[src/include/prefetch_defines.svh]
// Shared widths and timing; PF_PIPELINE_DEPTH must not be below PF_MEM_LATENCY or the buffer can overflow
`ifndef PREFETCH_DEFINES_SVH
`define PREFETCH_DEFINES_SVH

// --------------------------------------------------
// Datapath widths
// --------------------------------------------------
// One memory word
`define PF_DATA_WID 16
// Memory address, no wrap handling at the top
`define PF_ADDR_WID 12
// Job word count, zero is a legal empty job
`define PF_LEN_WID 8

// --------------------------------------------------
// Timing
// --------------------------------------------------
// Fixed cycles from read request to read data
`define PF_MEM_LATENCY 3
// Writes the buffer absorbs after write-ready falls
`define PF_PIPELINE_DEPTH `PF_MEM_LATENCY

`endif
[src/logic/prefetch_pkg.sv]
// Types for the prefetcher; widths follow prefetch_defines.svh and nothing here holds state
`default_nettype none

`include "prefetch_defines.svh"

package prefetch_pkg;

    // --------------------------------------------------
    // Datapath vectors
    // --------------------------------------------------
    // One memory word as returned by the memory
    typedef logic [`PF_DATA_WID-1:0] data_t;

    // Word address on the memory side
    typedef logic [`PF_ADDR_WID-1:0] addr_t;

    // Words per job, also used for the countdowns
    typedef logic [`PF_LEN_WID-1:0]  len_t;

    // --------------------------------------------------
    // Job controller FSM
    // --------------------------------------------------
    // IDLE waits for start
    // FETCH issues reads while the buffer has headroom
    // DRAIN waits for the consumer to take the last words
    typedef enum logic [1:0] {
        IDLE,
        FETCH,
        DRAIN
    } ctrl_state_t;

endpackage : prefetch_pkg

`default_nettype wire

[src/logic/prefetch_wr_if.sv]
// Buffer write side; wr is taken every cycle it is high, and wr_rdy only advises the request side
`default_nettype none
`timescale 1ns/100ps

interface prefetch_wr_if;

    // Write strobe, one word per cycle
    logic                wr;
    // Word written with the strobe
    prefetch_pkg::data_t wr_data;
    // Buffer at or below its midpoint
    logic                wr_rdy;
    // Sticky, a write hit a full buffer
    logic                oflow;

    // Response side pushes words
    // wr_rdy is visible here so a producer could throttle itself
    modport producer (
        output wr,
        output wr_data,
        input  wr_rdy
    );

    // Prefetch buffer side
    modport buffer (
        input  wr,
        input  wr_data,
        output wr_rdy,
        output oflow
    );

endinterface : prefetch_wr_if

`default_nettype wire

[src/logic/prefetch_top.sv]
// Prefetcher top level; one job at a time, memory must answer every read after PF_MEM_LATENCY cycles
`default_nettype none
`timescale 1ns/100ps

`include "prefetch_defines.svh"

module prefetch_top (
    input  logic                clk,
    input  logic                rst_n,
    input  logic                start,
    input  prefetch_pkg::addr_t base_addr,
    input  prefetch_pkg::len_t  length,
    output logic                mem_rd_en,
    output prefetch_pkg::addr_t mem_addr,
    input  prefetch_pkg::data_t mem_rd_data,
    output logic                out_valid,
    output prefetch_pkg::data_t out_data,
    input  logic                out_ready,
    output logic                busy,
    output logic                done,
    output logic                oflow
);

    // Aligner to buffer write path
    prefetch_wr_if wr_if ();

    // --------------------------------------------------
    // Job controller
    // --------------------------------------------------
    prefetch_ctrl u_ctrl (
        .clk       (clk),
        .rst_n     (rst_n),
        .start     (start),
        .base_addr (base_addr),
        .length    (length),
        .wr_rdy    (wr_if.wr_rdy),
        .out_valid (out_valid),
        .out_ready (out_ready),
        .mem_rd_en (mem_rd_en),
        .mem_addr  (mem_addr),
        .busy      (busy),
        .done      (done)
    );

    // Request strobe doubles as the return tag
    resp_align u_align (
        .clk         (clk),
        .rst_n       (rst_n),
        .req         (mem_rd_en),
        .mem_rd_data (mem_rd_data),
        .wr_port     (wr_if.producer)
    );

    // --------------------------------------------------
    // Prefetch buffer
    // --------------------------------------------------
    fifo_small_prefetch #(
        .PIPELINE_DEPTH (`PF_PIPELINE_DEPTH)
    ) u_fifo (
        .clk     (clk),
        .rst_n   (rst_n),
        .wr_port (wr_if.buffer),
        .rd      (out_ready),
        .rd_rdy  (out_valid),
        .rd_data (out_data)
    );

    // Watch output only
    assign oflow = wr_if.oflow;

endmodule : prefetch_top

`default_nettype wire

[src/logic/resp_align.sv]
// Marks memory return cycles; assumes data comes exactly PF_MEM_LATENCY cycles after each request
`default_nettype none
`timescale 1ns/100ps

`include "prefetch_defines.svh"

module resp_align (
    input  logic                clk,
    input  logic                rst_n,
    input  logic                req,
    input  prefetch_pkg::data_t mem_rd_data,
    prefetch_wr_if.producer     wr_port
);

    localparam int LAT = `PF_MEM_LATENCY;

    // One tag bit per cycle in flight
    logic [LAT-1:0] tag;

    // --------------------------------------------------
    // Tag pipeline
    // --------------------------------------------------
    always_ff @(posedge clk) begin
        if (!rst_n) begin
            tag <= '0;
        end else begin
            tag[0] <= req;
            for (int i = 1; i < LAT; i++) begin
                tag[i] <= tag[i-1];
            end
        end
    end

    // Oldest tag lines up with the returning word
    assign wr_port.wr      = tag[LAT-1];
    assign wr_port.wr_data = mem_rd_data;

endmodule : resp_align

`default_nettype wire

[src/logic/prefetch_ctrl.sv]
// Job controller for one job at a time; start while busy is ignored and addresses do not wrap
`default_nettype none
`timescale 1ns/100ps

module prefetch_ctrl (
    input  logic                clk,
    input  logic                rst_n,
    input  logic                start,
    input  prefetch_pkg::addr_t base_addr,
    input  prefetch_pkg::len_t  length,
    input  logic                wr_rdy,
    input  logic                out_valid,
    input  logic                out_ready,
    output logic                mem_rd_en,
    output prefetch_pkg::addr_t mem_addr,
    output logic                busy,
    output logic                done
);

    prefetch_pkg::ctrl_state_t state;
    prefetch_pkg::addr_t       next_addr;
    prefetch_pkg::len_t        req_left;
    prefetch_pkg::len_t        cons_left;
    logic                      xfer;

    // --------------------------------------------------
    // Request issue
    // --------------------------------------------------
    // One read per cycle while the buffer has headroom
    assign mem_rd_en = (state == prefetch_pkg::FETCH) && wr_rdy && (req_left != '0);
    assign mem_addr  = next_addr;
    assign busy      = (state != prefetch_pkg::IDLE);

    // Word taken by the consumer
    assign xfer = out_valid && out_ready;

    // --------------------------------------------------
    // Sequencing
    // --------------------------------------------------
    always_ff @(posedge clk) begin
        if (!rst_n) begin
            state     <= prefetch_pkg::IDLE;
            next_addr <= '0;
            req_left  <= '0;
            cons_left <= '0;
            done      <= 1'b0;
        end else begin
            done <= 1'b0;
            // Consumed words count down across FETCH and DRAIN
            if (busy && xfer) begin
                cons_left <= cons_left - 1'b1;
            end
            case (state)
                prefetch_pkg::IDLE: begin
                    if (start) begin
                        next_addr <= base_addr;
                        req_left  <= length;
                        cons_left <= length;
                        // Empty job finishes at once
                        if (length == '0) begin
                            done <= 1'b1;
                        end else begin
                            state <= prefetch_pkg::FETCH;
                        end
                    end
                end
                prefetch_pkg::FETCH: begin
                    if (mem_rd_en) begin
                        next_addr <= next_addr + 1'b1;
                        req_left  <= req_left - 1'b1;
                        if (req_left == 1) begin
                            state <= prefetch_pkg::DRAIN;
                        end
                    end
                end
                prefetch_pkg::DRAIN: begin
                    // Last word out ends the job
                    if (xfer && cons_left == 1) begin
                        state <= prefetch_pkg::IDLE;
                        done  <= 1'b1;
                    end
                end
                default: state <= prefetch_pkg::IDLE;
            endcase
        end
    end

endmodule : prefetch_ctrl

`default_nettype wire

[src/logic/fifo_small_prefetch.sv]
// Register prefetch buffer; a producer may still write PIPELINE_DEPTH words after wr_rdy falls
`default_nettype none
`timescale 1ns/100ps

`include "prefetch_defines.svh"

module fifo_small_prefetch #(
    parameter int PIPELINE_DEPTH = `PF_PIPELINE_DEPTH
) (
    input  logic                clk,
    input  logic                rst_n,
    prefetch_wr_if.buffer       wr_port,
    input  logic                rd,
    output logic                rd_rdy,
    output prefetch_pkg::data_t rd_data
);

    // --------------------------------------------------
    // Sizing
    // --------------------------------------------------
    // Headroom above the midpoint covers the in-flight writes
    localparam int PTR_WID = $clog2(2 * (PIPELINE_DEPTH + 1));
    localparam int DEPTH   = 2**PTR_WID;
    localparam int CNT_WID = $clog2(DEPTH + 1);

    prefetch_pkg::data_t mem [DEPTH];

    logic               wr_safe;
    logic [PTR_WID-1:0] wr_ptr;
    logic [PTR_WID-1:0] rd_ptr;
    logic [CNT_WID-1:0] count;

    fifo_ctrl_fsm #(
        .DEPTH (DEPTH)
    ) u_fifo_ctrl_fsm (
        .clk     (clk),
        .rst_n   (rst_n),
        .wr      (wr_port.wr),
        .rd      (rd),
        .wr_safe (wr_safe),
        .wr_ptr  (wr_ptr),
        .rd_ptr  (rd_ptr),
        .count   (count),
        .oflow   (wr_port.oflow)
    );

    // Request side stops once past the midpoint
    assign wr_port.wr_rdy = (count <= CNT_WID'(DEPTH / 2));

    // Storage, no reset on the words
    always_ff @(posedge clk) begin
        if (wr_safe) begin
            mem[wr_ptr] <= wr_port.wr_data;
        end
    end

    // Head word shown without a register stage
    assign rd_data = mem[rd_ptr];
    assign rd_rdy  = (count != '0);

endmodule : fifo_small_prefetch

`default_nettype wire

[src/logic/fifo_ctrl_fsm.sv]
// Single-clock FIFO pointer control; DEPTH must be a power of two, full blocks writes, empty blocks reads
`default_nettype none
`timescale 1ns/100ps

module fifo_ctrl_fsm #(
    parameter int DEPTH = 8
) (
    input  logic                       clk,
    input  logic                       rst_n,
    input  logic                       wr,
    input  logic                       rd,
    output logic                       wr_safe,
    output logic [$clog2(DEPTH)-1:0]   wr_ptr,
    output logic [$clog2(DEPTH)-1:0]   rd_ptr,
    output logic [$clog2(DEPTH+1)-1:0] count,
    output logic                       oflow
);

    localparam int PTR_WID = $clog2(DEPTH);
    localparam int CNT_WID = $clog2(DEPTH + 1);

    logic full;
    logic empty;
    logic rd_safe;

    // --------------------------------------------------
    // Protection
    // --------------------------------------------------
    assign full  = (count == CNT_WID'(DEPTH));
    assign empty = (count == '0);

    // Write dropped when full, even with a read in the same cycle
    assign wr_safe = wr && !full;
    // Read of an empty buffer is ignored
    assign rd_safe = rd && !empty;

    // --------------------------------------------------
    // Pointers and occupancy
    // --------------------------------------------------
    always_ff @(posedge clk) begin
        if (!rst_n) begin
            wr_ptr <= '0;
            rd_ptr <= '0;
            count  <= '0;
            oflow  <= 1'b0;
        end else begin
            // Pointers wrap by overflow of the power of two
            if (wr_safe) begin
                wr_ptr <= wr_ptr + PTR_WID'(1);
            end
            if (rd_safe) begin
                rd_ptr <= rd_ptr + PTR_WID'(1);
            end
            // Count moves only on an unpaired write or read
            case ({wr_safe, rd_safe})
                2'b10:   count <= count + CNT_WID'(1);
                2'b01:   count <= count - CNT_WID'(1);
                default: count <= count;
            endcase
            // Sticky until reset, for monitoring
            if (wr && full) begin
                oflow <= 1'b1;
            end
        end
    end

endmodule : fifo_ctrl_fsm

`default_nettype wire

[config.mk]
export PLATFORM = sky130hd
export DESIGN_NAME = prefetch_top
export DESIGN_NICKNAME = d
export VERILOG_FILES = /design/src/logic/prefetch_pkg.sv /design/src/logic/prefetch_wr_if.sv /design/src/logic/prefetch_top.sv /design/src/logic/resp_align.sv /design/src/logic/prefetch_ctrl.sv /design/src/logic/fifo_small_prefetch.sv /design/src/logic/fifo_ctrl_fsm.sv
export VERILOG_INCLUDE_DIRS = /design/src /design/src/include
export SDC_FILE = /design/constraint.sdc
export NUM_CORES = 1
export LEC_CHECK = 0
export BUFFER_PORTS_ARGS = -buffer_cell sky130_fd_sc_hd__buf_2
export CORE_ASPECT_RATIO = 0.8
export CORE_MARGIN = 10
export CORE_UTILIZATION = 55
export CTS_CLUSTER_SIZE = 14
export DETAILED_ROUTE_END_ITERATION = 16
export GPL_TIMING_DRIVEN = 0
export PLACE_DENSITY = 0.75
export SLEW_MARGIN = 10
export SYNTH_ARGS = -nofsm -noshare
export SYNTH_HDL_FRONTEND = slang
export SYNTH_HIERARCHICAL = 1
export SYNTH_SLANG_ARGS = --single-unit
export TNS_END_PERCENT = 50
[constraint.sdc]
create_clock -name clk -period 4.1 [get_ports clk]
set_clock_uncertainty 0.1 [all_clocks]
set_input_delay 0 -clock clk [delete_from_list [all_inputs] [get_ports clk]]
set_output_delay 0 -clock clk [all_outputs]
set_load 0.01 [all_outputs]
==> results of run 1 <==
## metal layers
metal,track usage,vias to the layer above,part of all wire
met1,0.247,2577,0.41
met5,0,-,0
li1,-,2346,-
met4,0.0700,0,0.016
met2,0.309,232,0.49
met3,0.0574,28,0.081
## flip-flops by register name, indices dropped and copies added (netlist names)
signal	count
u_ctrl/state	2
u_fifo/u_fifo_ctrl_fsm/oflow	1
u_fifo/u_fifo_ctrl_fsm/rd_ptr	3
u_ctrl/done	1
u_ctrl/mem_addr	12
u_fifo/mem	128
u_align/tag	3
u_fifo/u_fifo_ctrl_fsm/count	4
u_ctrl/cons_left	8
u_ctrl/req_left	8
u_fifo/u_fifo_ctrl_fsm/wr_ptr	3
## where the power goes
group          switching (mW)  internal, mW  total [mW]
clock                   0.634          1.01        1.65
combinational           0.323         0.242       0.565
sequential             0.0636          1.93        1.99
## critical path, cell delays in order, from the launching register on
cell and delay [ns]:
dfxtp_1 0.39, or4b_4 0.61, nand2_4 0.12, ha_1 0.22
ha_1 0.26, a21o_2 0.21, a21oi_1 0.17, mux2i_1 0.27
mux2i_1 0.20
## path summary, 6_finish.rpt
check | startpoint | endpoint | slack [ns] | depth (start not counted)
hold reg to reg | u_align/tag[0]$_SDFF_PN0_ | u_align/tag[1]$_SDFF_PN0_ | 0.34 | 1
setup reg to reg | u_fifo/u_fifo_ctrl_fsm/count[0]$_SDFFE_PN0P_ | u_fifo/u_fifo_ctrl_fsm/count[3]$_SDFFE_PN0P_ | 1.50 | 8
setup / recovery | u_fifo/u_fifo_ctrl_fsm/count[0]$_SDFFE_PN0P_ | u_fifo/u_fifo_ctrl_fsm/count[3]$_SDFFE_PN0P_ | 1.50 | 8
hold / removal | mem_rd_data[10] | u_fifo/mem[4][10]$_DFFE_PP_ | 0.25 | 2
## stage by stage
stage | std cells | setup WS (ns) | instance area, sq um | utilization
5_1_grt | 852 | 1.39 | 9440 | 0.689
6_report | 852 | 1.50 | 9440 | 0.689
4_1_cts | 852 | 1.51 | 9440 | 0.689
3_3_place_gp | 772 | 0.554 | 8280 | 0.604
3_5_place_dp | 782 | 1.55 | 8450 | 0.617
2_1_floorplan | 536 | 1.62 | 7770 | -
## layout by cell type (no fill, tap or decap), types with 3 or more instances in the layout
cell and n:
nor2_2 7, inv_1 14, buf_6 9, nor3_1 10, mux2i_1 4, nor2_1 21, buf_8 5, a32o_1 7
nor2b_1 3, buf_1 5, xnor2_1 10, clkinv_1 3, and2_1 12, a221oi_2 3, o21ai_0 11, buf_2 59
clkbuf_1 19, o32ai_1 7, dfxtp_1 45, mux4_1 28, a21oi_1 31, nand3_1 9, ha_1 11, bufinv_16 4
a211oi_1 3, nand4_1 4, nand2b_1 5, nor4_1 6, nand2_1 29, edfxtp_1 128, clkbuf_16 17, or4_1 6
buf_4 16, mux4_2 4, o22ai_1 8, mux2_2 17, dlygate4sd3_1 39
## kinds of logic (layout without fill, tap and decap cells)
family,count (synthesis),in the layout
compound gates,91,91
mux,53,53
simple gates,132,132
buf+inv,63,199
xor+xnor,12,12
flops,173,173
fa+ha+maj,12,12
## final cells by class
class,instances,area share
Buffer,46,0.0292
Clock buffer,20,0.0463
Clock inverter,11,0.0175
Inverter,17,0.00676
Multi-Input combinational cell,300,0.287
Sequential cell,173,0.503
Tap cell,180,0.0239
Timing Repair Buffer,105,0.0867
==> flow_metrics.tcl, run 1 <==
set metrics [dict create \
    outcome "finished clean" \
    grt_antenna_before_repair 0 \
    muxShareOfSynthArea 0.136 \
    start_kind "register" \
    drt-total-wl_microns 18900 \
    yosysTopAreaCell "edfxtp_1" \
    port_buffers 56 \
    first_global_vias 5262 \
    synth.top_cell.area_share 0.495 \
    fill_cells 931 \
    fp.coreArea_sq_um 13700 \
    routabilityCongestion 0.940 \
    cp-end-kind "register" \
    drc 0 \
    cts_buffers 17 \
    drt.antenna.violating_nets 0 \
    fp.dieH_microns 126 \
    synthXorXnorAreaFrac 0.0135 \
    synth_edf_count 128 \
    grt_max_degree 17 \
    yosysMostFrequentCell "edfxtp_1" \
    critPathKind "reg2reg" \
    synthArstFlopShare 0 \
    die-area_sq_um 19300 \
    tightest_slew_ns 0.827 \
    clkTransAtPathRegs_ns 0.06 \
    fin_crit_ns 2.60 \
    vias 5183 \
    post-dp-hpwl_microns 12100 \
    hold_ws_ns 0.246 \
    syn-mean-instance-area_sq_um 14.5 \
    antenna_cells 0 \
    syn_nets 588 \
    drive_gt1_frac 0.240 \
    final.period_utilization 0.635 \
    synth_top_flop_cell "edfxtp_1" \
    post_cts_resized 0 \
    pwr_density_cell_nw_per_um2 446 \
    ys_ff_latch 173 \
    clock.fmax_ghz 0.384 \
    crit_arrival_ns 2.86 \
    placementRows 38 \
    area_growth_pct 21.5 \
    setup_viol 0 \
    synthDistinctLibCells 68 \
    insertion_delay_ns 0.43 \
    yosysSeqAreaShare 0.611 \
    cts_hold_buf 39 \
    rsz0062_at_grt "false" \
    p_leak_nw 3.34 \
    clockBufferDepth 2 \
    io_pins 73 \
    synth_common_cells "edfxtp_1 (128), dfxtp_1 (45), a21oi_1 (31)" \
    power.total_mw 4.21 \
    die_x_microns 153 \
    cts_tree "done" \
    grt_pass1_wl_microns 29200 \
    hp-class "in2reg" \
    critPathRequiredTime_ns 4.36 \
    synth_compound_area_frac 0.0842 \
    final_hold_viol_count 0 \
    ir_drop_uv 372 \
    cts_root_buffer "clkbuf_16" \
    initial_core_util 0.567 \
    multiInputGateArea_sq_um 2710 \
    synthCells 536 \
    grt.total_usage 0.194 \
    synth_top_family_by_area "multiplexers" \
    synth.area.top_cells "edfxtp_1 (49%), dfxtp_1 (12%), mux4_1 (9.5%)" \
    fin_setup_tns_ns 0 \
    h-tree-depth 4 \
    drv_cap 0 \
    relSlewSlack 0.448 \
    clock-sinks 173 \
    yosys_warnings 6 \
    synth_area_sq_um 7770 \
    synth-adder-area-share 0.0203 \
    drtPass1Iterations 5 \
    grt_overflow 0 \
    wl_per_cell_microns 22.1 \
    postCtsSetupBuffers 0 \
    slew_violations 0 \
    via_per_inst 6.08 \
    regArea_sq_um 4740 \
    nNetsFinal 712 \
    cp_max_fo 7 \
    drt_iter0_markers 703 \
    synth-simple-area-share 0.0916 \
]
No activity file was read; power rests on OpenSTA's default activity.
==> inputs of run 2 (changes only) <==
==> constraint.sdc (replaced) <==
create_clock -name clk -period 2.5 [get_ports clk]
set_clock_uncertainty 0.1 [all_clocks]
set_input_delay 0 -clock clk [delete_from_list [all_inputs] [get_ports clk]]
set_output_delay 0 -clock clk [all_outputs]
set_load 0.01 [all_outputs]
==> flow_metrics.tcl, run 2 (synthesized netlist as in run 1, its figures left out) <==
set metrics [dict create \
    instances_no_fill 852 \
    first_global_vias 5278 \
    crit_arrival_ns 2.71 \
    cp-end-kind "register" \
    drt-total-wl_microns 18900 \
    cts_buffers 17 \
    setup_viol 0 \
    largest_reg_flops 128 \
    worstPathCellList "or4b_4 -> nand2_4 -> ha_4 -> ha_1 -> a21o_2 -> a21oi_2 -> mux2i_1 -> mux2i_1" \
    post-dp-hpwl_microns 12100 \
    postLayoutCoreUtil 0.692 \
    hp-class "in2reg" \
    final_cell_area_sq_um 9480 \
    fill_cells 930 \
    placementRows 38 \
    cp_slowest_cell "or4b_4" \
    routabilityCongestion 0.940 \
    dpl_cell_area_sq_um 8450 \
    h-tree-depth 4 \
    area_growth_pct 21.9 \
    grt.total_usage 0.194 \
    clkTransAtPathRegs_ns 0.06 \
    start_kind "register" \
    tightest_slew_ns 0.769 \
    multiInputGateArea_sq_um 2740 \
    fp.coreArea_sq_um 13700 \
    pwr_density_cell_nw_per_um2 728 \
    io_pins 73 \
    relSlewSlack 0.487 \
    slew_violations 0 \
    drive_gt1_frac 0.251 \
    startpoint "u_fifo/u_fifo_ctrl_fsm/count[1]$_SDFFE_PN0P_" \
    port_buffers 56 \
    cts_tree "done" \
    path_delay_family "simple AND/OR/NAND/NOR gates" \
    drt_iter0_markers 594 \
    clockBufferDepth 2 \
    cts_root_buffer "clkbuf_16" \
    postCtsSetupBuffers 0 \
    timing.rr.start "u_fifo/u_fifo_ctrl_fsm/count[1]$_SDFFE_PN0P_" \
    clock-sinks 173 \
    fp.dieH_microns 126 \
    fin_crit_ns 2.45 \
    wl_per_cell_microns 22.2 \
    drtPass1Iterations 5 \
    outcome "finished clean" \
    cp_num_buf_inv 0 \
    grt_antenna_before_repair 0 \
    clock.fmax_ghz 0.408 \
    rrSetupSlack_ns 0.05 \
    critPathKind "reg2reg" \
    via_per_inst 6.13 \
    critical-path-max-stage-delay_ns 0.59 \
    drt.antenna.violating_nets 0 \
    holdCritStartpoint "mem_rd_data[10]" \
    grt_pass1_wl_microns 29300 \
    final.period_utilization 0.981 \
    vias 5221 \
    dp_slack_ns -0.0465 \
    placed_cells 782 \
    p_leak_nw 3.36 \
    grt_overflow 0 \
    crit_path_frequent_cell "mux2i_1" \
    die_x_microns 153 \
    final_common_cell "edfxtp_1" \
    ir_drop_uv 611 \
    final_hold_viol_count 0 \
    initial_core_util 0.567 \
    cp_max_fo 7 \
    antenna_cells 0 \
    critPathRequiredTime_ns 2.76 \
    mostFrequentLayoutCells "edfxtp_1 (128), buf_2 (60), dfxtp_1 (42)" \
    regArea_sq_um 4750 \
    insertion_delay_ns 0.43 \
    grt_max_degree 17 \
    nNetsFinal 712 \
    die-area_sq_um 19300 \
    rsz0062_at_grt "true" \
    drv_cap 0 \
    fin_ws_ns 0.0469 \
    fin_setup_tns_ns 0 \
    largest-register "u_fifo/mem" \
    drc 0 \
]
-- run 2: changes by cell type in the layout (fill, tap and decap cells not counted), moves of 2 or more --
cell | before | now
clkbuf_2 | 1 | 3
dfxtp_1 | 45 | 42
dfxtp_2 | 0 | 3
buf_1 | 5 | 2
-- run 2: timing repair --
action                                 CTS  global route
hold buffers                            39             0
setup endpoints to repair                2            15
pin swaps                                1             0
gates resized for setup                  6             4
endpoints found under the hold margin  164             0
-- run 2: cell type report --
| cell class | count | area share |
|---|---|---|
| flip-flops and latches | 173 | 0.501 |
| multi-input cells | 300 | 0.289 |
| repair buffers | 105 | 0.0864 |
| clock buffers | 20 | 0.0461 |
| plain buffers | 46 | 0.0294 |
| well taps | 180 | 0.0238 |
| clock inverters | 11 | 0.0174 |
| inverters | 17 | 0.00673 |
-- run 2: layer usage --
layer	wire, microns	share of wire	GRT usage	vias up
met1	7730	0.41	0.247	2603
met2	9320	0.49	0.311	253
met5	0	0	0	-
li1	-	-	-	2343
met4	289	0.015	0.0700	0
met3	1530	0.081	0.0574	22
-- run 2: where the power goes --
group          internal, mW  switching [mW]  total, mW
Clock                  1.66            1.04       2.70
Sequential             3.17           0.105       3.27
Combinational         0.401           0.531      0.932
-- run 2: final timing paths --
check,end,depth (start not counted)
setup reg to reg,u_fifo/u_fifo_ctrl_fsm/count[3]$_SDFFE_PN0P_,8
setup / recovery,u_fifo/u_fifo_ctrl_fsm/count[3]$_SDFFE_PN0P_,8
hold / removal,u_fifo/mem[4][10]$_DFFE_PP_,2
hold reg to reg,u_align/tag[1]$_SDFF_PN0_,1
-- run 2: stage by stage --
stage               power, mW  hold slack [ns]
detailed placement       4.17            0.137
floorplan                3.90           0.0217
finish                   6.90            0.248
global placement         4.13            0.129
global route             7.14            0.242
CTS                      6.92            0.227
==> inputs of run 3 (changes only) <==
--- a/config.mk
+++ b/config.mk
@@ -17,6 +17,5 @@
 export SLEW_MARGIN = 10
 export SYNTH_ARGS = -nofsm -noshare
 export SYNTH_HDL_FRONTEND = slang
-export SYNTH_HIERARCHICAL = 1
 export SYNTH_SLANG_ARGS = --single-unit
 export TNS_END_PERCENT = 50
==> flow_metrics.tcl, run 3 <==
set metrics [dict create \
    clock-sinks 176 \
    drc 0 \
    yosysMostFrequentCell "edfxtp_1" \
    drt.antenna.violating_nets 0 \
    port_buffers 71 \
    placed_cells 775 \
    drv_cap 0 \
    hold_ws_ns 0.277 \
    vias 5056 \
    final.period_utilization 0.949 \
    final_hold_viol_count 0 \
    io_pins 73 \
    post-dp-hpwl_microns 11600 \
    start_kind "register" \
    yosys_warnings 0 \
    critPathKind "reg2out" \
    grt.total_usage 0.200 \
    synth.top_cell.area_share 0.518 \
    synth_edf_count 128 \
    die-area_sq_um 18600 \
    tightest_slew_ns 1.00 \
    ys_ff_latch 176 \
    grt_overflow 0 \
    nNetsFinal 710 \
    antenna_cells 0 \
    via_per_inst 5.97 \
    pwr_density_cell_nw_per_um2 732 \
    cts_tree "done" \
    routabilityCongestion 0.864 \
    grt_pass1_wl_microns 28400 \
    yosysTopAreaCell "edfxtp_1" \
    clockBufferDepth 2 \
    insertion_delay_ns 0.42 \
    p_leak_nw 3.24 \
    slew_violations 0 \
    drt-total-wl_microns 17900 \
    fp.dieH_microns 124 \
    crit_arrival_ns 2.27 \
    grt_max_degree 17 \
    largest-register "u_fifo.mem" \
    synth.area.top_cells "edfxtp_1 (52%), dfxtp_1 (13%), mux4_2 (9.7%)" \
    syn-mean-instance-area_sq_um 14.4 \
    outcome "finished clean" \
    synthArstFlopShare 0 \
    cp_max_fo 10 \
    dp_slack_ns -0.589 \
    grt_antenna_before_repair 0 \
    syn_nets 568 \
    synthDistinctLibCells 54 \
    h-tree-depth 4 \
    cts_buffers 17 \
    synth_common_cells "edfxtp_1 (128), dfxtp_1 (48), a21oi_1 (38), nand2_1 (38), mux4_2 (32)" \
    clkTransAtPathRegs_ns 0.06 \
    largest_reg_flops 128 \
    instances_no_fill 847 \
    setup_viol 0 \
    relSlewSlack 0.326 \
    fin_ws_ns 0.129 \
    fp.coreArea_sq_um 13100 \
    ir_drop_uv 492 \
    mostFrequentLayoutCells "edfxtp_1 (128), buf_2 (71), dfxtp_1 (46)" \
    cp-end-kind "output port" \
    drtPass1Iterations 6 \
    yosysSeqAreaShare 0.647 \
    drt_iter0_markers 467 \
    synth_top_flop_cell "edfxtp_1" \
    wl_per_cell_microns 21.2 \
    final_common_cell "edfxtp_1" \
    drive_gt1_frac 0.290 \
    cts_root_buffer "clkbuf_16" \
    synth_area_sq_um 7420 \
    die_x_microns 150 \
    hp-class "in2reg" \
    critPathRequiredTime_ns 2.40 \
    first_global_vias 5296 \
    area_growth_pct 25.2 \
    fin_crit_ns 2.37 \
    initial_core_util 0.569 \
    rsz0062_at_grt "false" \
    postLayoutCoreUtil 0.712 \
    synthCells 517 \
    clock.fmax_ghz 0.422 \
    placementRows 37 \
]
[run 3: changes by cell type after synthesis, moves of 7 or more]
cell | previous run | this run
mux4_1 | 28 | 0
mux4_2 | 4 | 32
buf_4 | 16 | 4
nand2_1 | 29 | 38
a21oi_1 | 31 | 38
a32o_1 | 7 | 0
and2_1 | 12 | 5
inv_1 | 14 | 7
o22ai_1 | 8 | 1
xnor2_1 | 10 | 3
xor2_1 | 2 | 9
[run 3: final cells by class]
| cell class | instances | area [sq um] |
|---|---|---|
| plain buffers | 29 | 149 |
| clock buffers | 18 | 429 |
| clock inverters | 14 | 204 |
| fillers | 860 | 3770 |
| inverters | 8 | 32.5 |
| multi-input cells | 302 | 2530 |
| flip-flops and latches | 176 | 4810 |
| well taps | 175 | 219 |
| repair buffers | 125 | 913 |
[run 3: cell families (layout without fill, tap and decap cells)]
group / count (synthesis) / in the layout / share of synthesized area
XOR/XNOR: 12 / 12 / 0.0142
AND/OR/NAND/NOR: 136 / 136 / 0.0932
buffers and inverters: 39 / 194 / 0.0226
AO/OA/AOI/OAI: 94 / 94 / 0.0814
flip-flops: 176 / 176 / 0.647
multiplexers: 49 / 49 / 0.123
adder cells (fa/ha/maj): 11 / 11 / 0.0185
[run 3: power breakdown]
group / switching (mW) / internal [mW] / total [mW] / leakage (nW)
registers: 0.0830 / 3.19 / 3.27 / 1.54
clock network: 1.14 / 1.69 / 2.83 / 0.303
logic: 0.380 / 0.311 / 0.692 / 1.40
total: 1.60 / 5.20 / 6.80 / 3.24
[run 3: worst max-delay path, stage by stage (launching register included)]
cell and delay [ns]:
dfxtp_1 0.41, clkbuf_1 0.61, mux4_2 0.41, mux2_2 0.28, buf_2 0.14
[run 3: worst paths after layout]
check / startpoint / to / slack, ns / cells past startpoint
setup / recovery: register / out_data[5] / 0.13 / 4
hold / removal: mem_rd_data[7] / u_fifo.mem[1][7]$_DFFE_PP_ / 0.28 / 2
setup reg to reg: u_fifo.u_fifo_ctrl_fsm.count[1]$_SDFFE_PN0P_ / u_fifo.u_fifo_ctrl_fsm.count[2]$_SDFFE_PN0P_ / 0.15 / 11
hold reg to reg: u_align.tag[1]$_SDFF_PN0_ / u_align.tag[2]$_SDFF_PN0_ / 0.36 / 1
[run 3: repair_timing]
item / in CTS / in global routing
pin swaps: 2 / 1
hold endpoints to repair: 162 / 0
endpoints found under the setup margin: 108 / 25
gates resized for setup: 5 / 19
buffers inserted: 2 / 0
hold buffers: 40 / 0
[run 3: stage by stage]
| step | power [mW] | cell area (sq um) | TNS [ns] |
|---|---|---|---|
| after floorplan | 3.72 | 7430 | -27.15 |
| after global placement | 3.91 | 8000 | -150.33 |
| after detailed placement | 3.94 | 8180 | -14.78 |
| after CTS | 6.79 | 9240 | -0.0599 |
| after global routing | 7.03 | 9290 | 0 |
| final | 6.80 | 9290 | 0 |
[run 3: per-layer routing]
metal	track usage	wire length (microns)
met1	0.255	7380
met2	0.339	9000
met3	0.0507	1310
met4	0.0515	238
met5	0	0
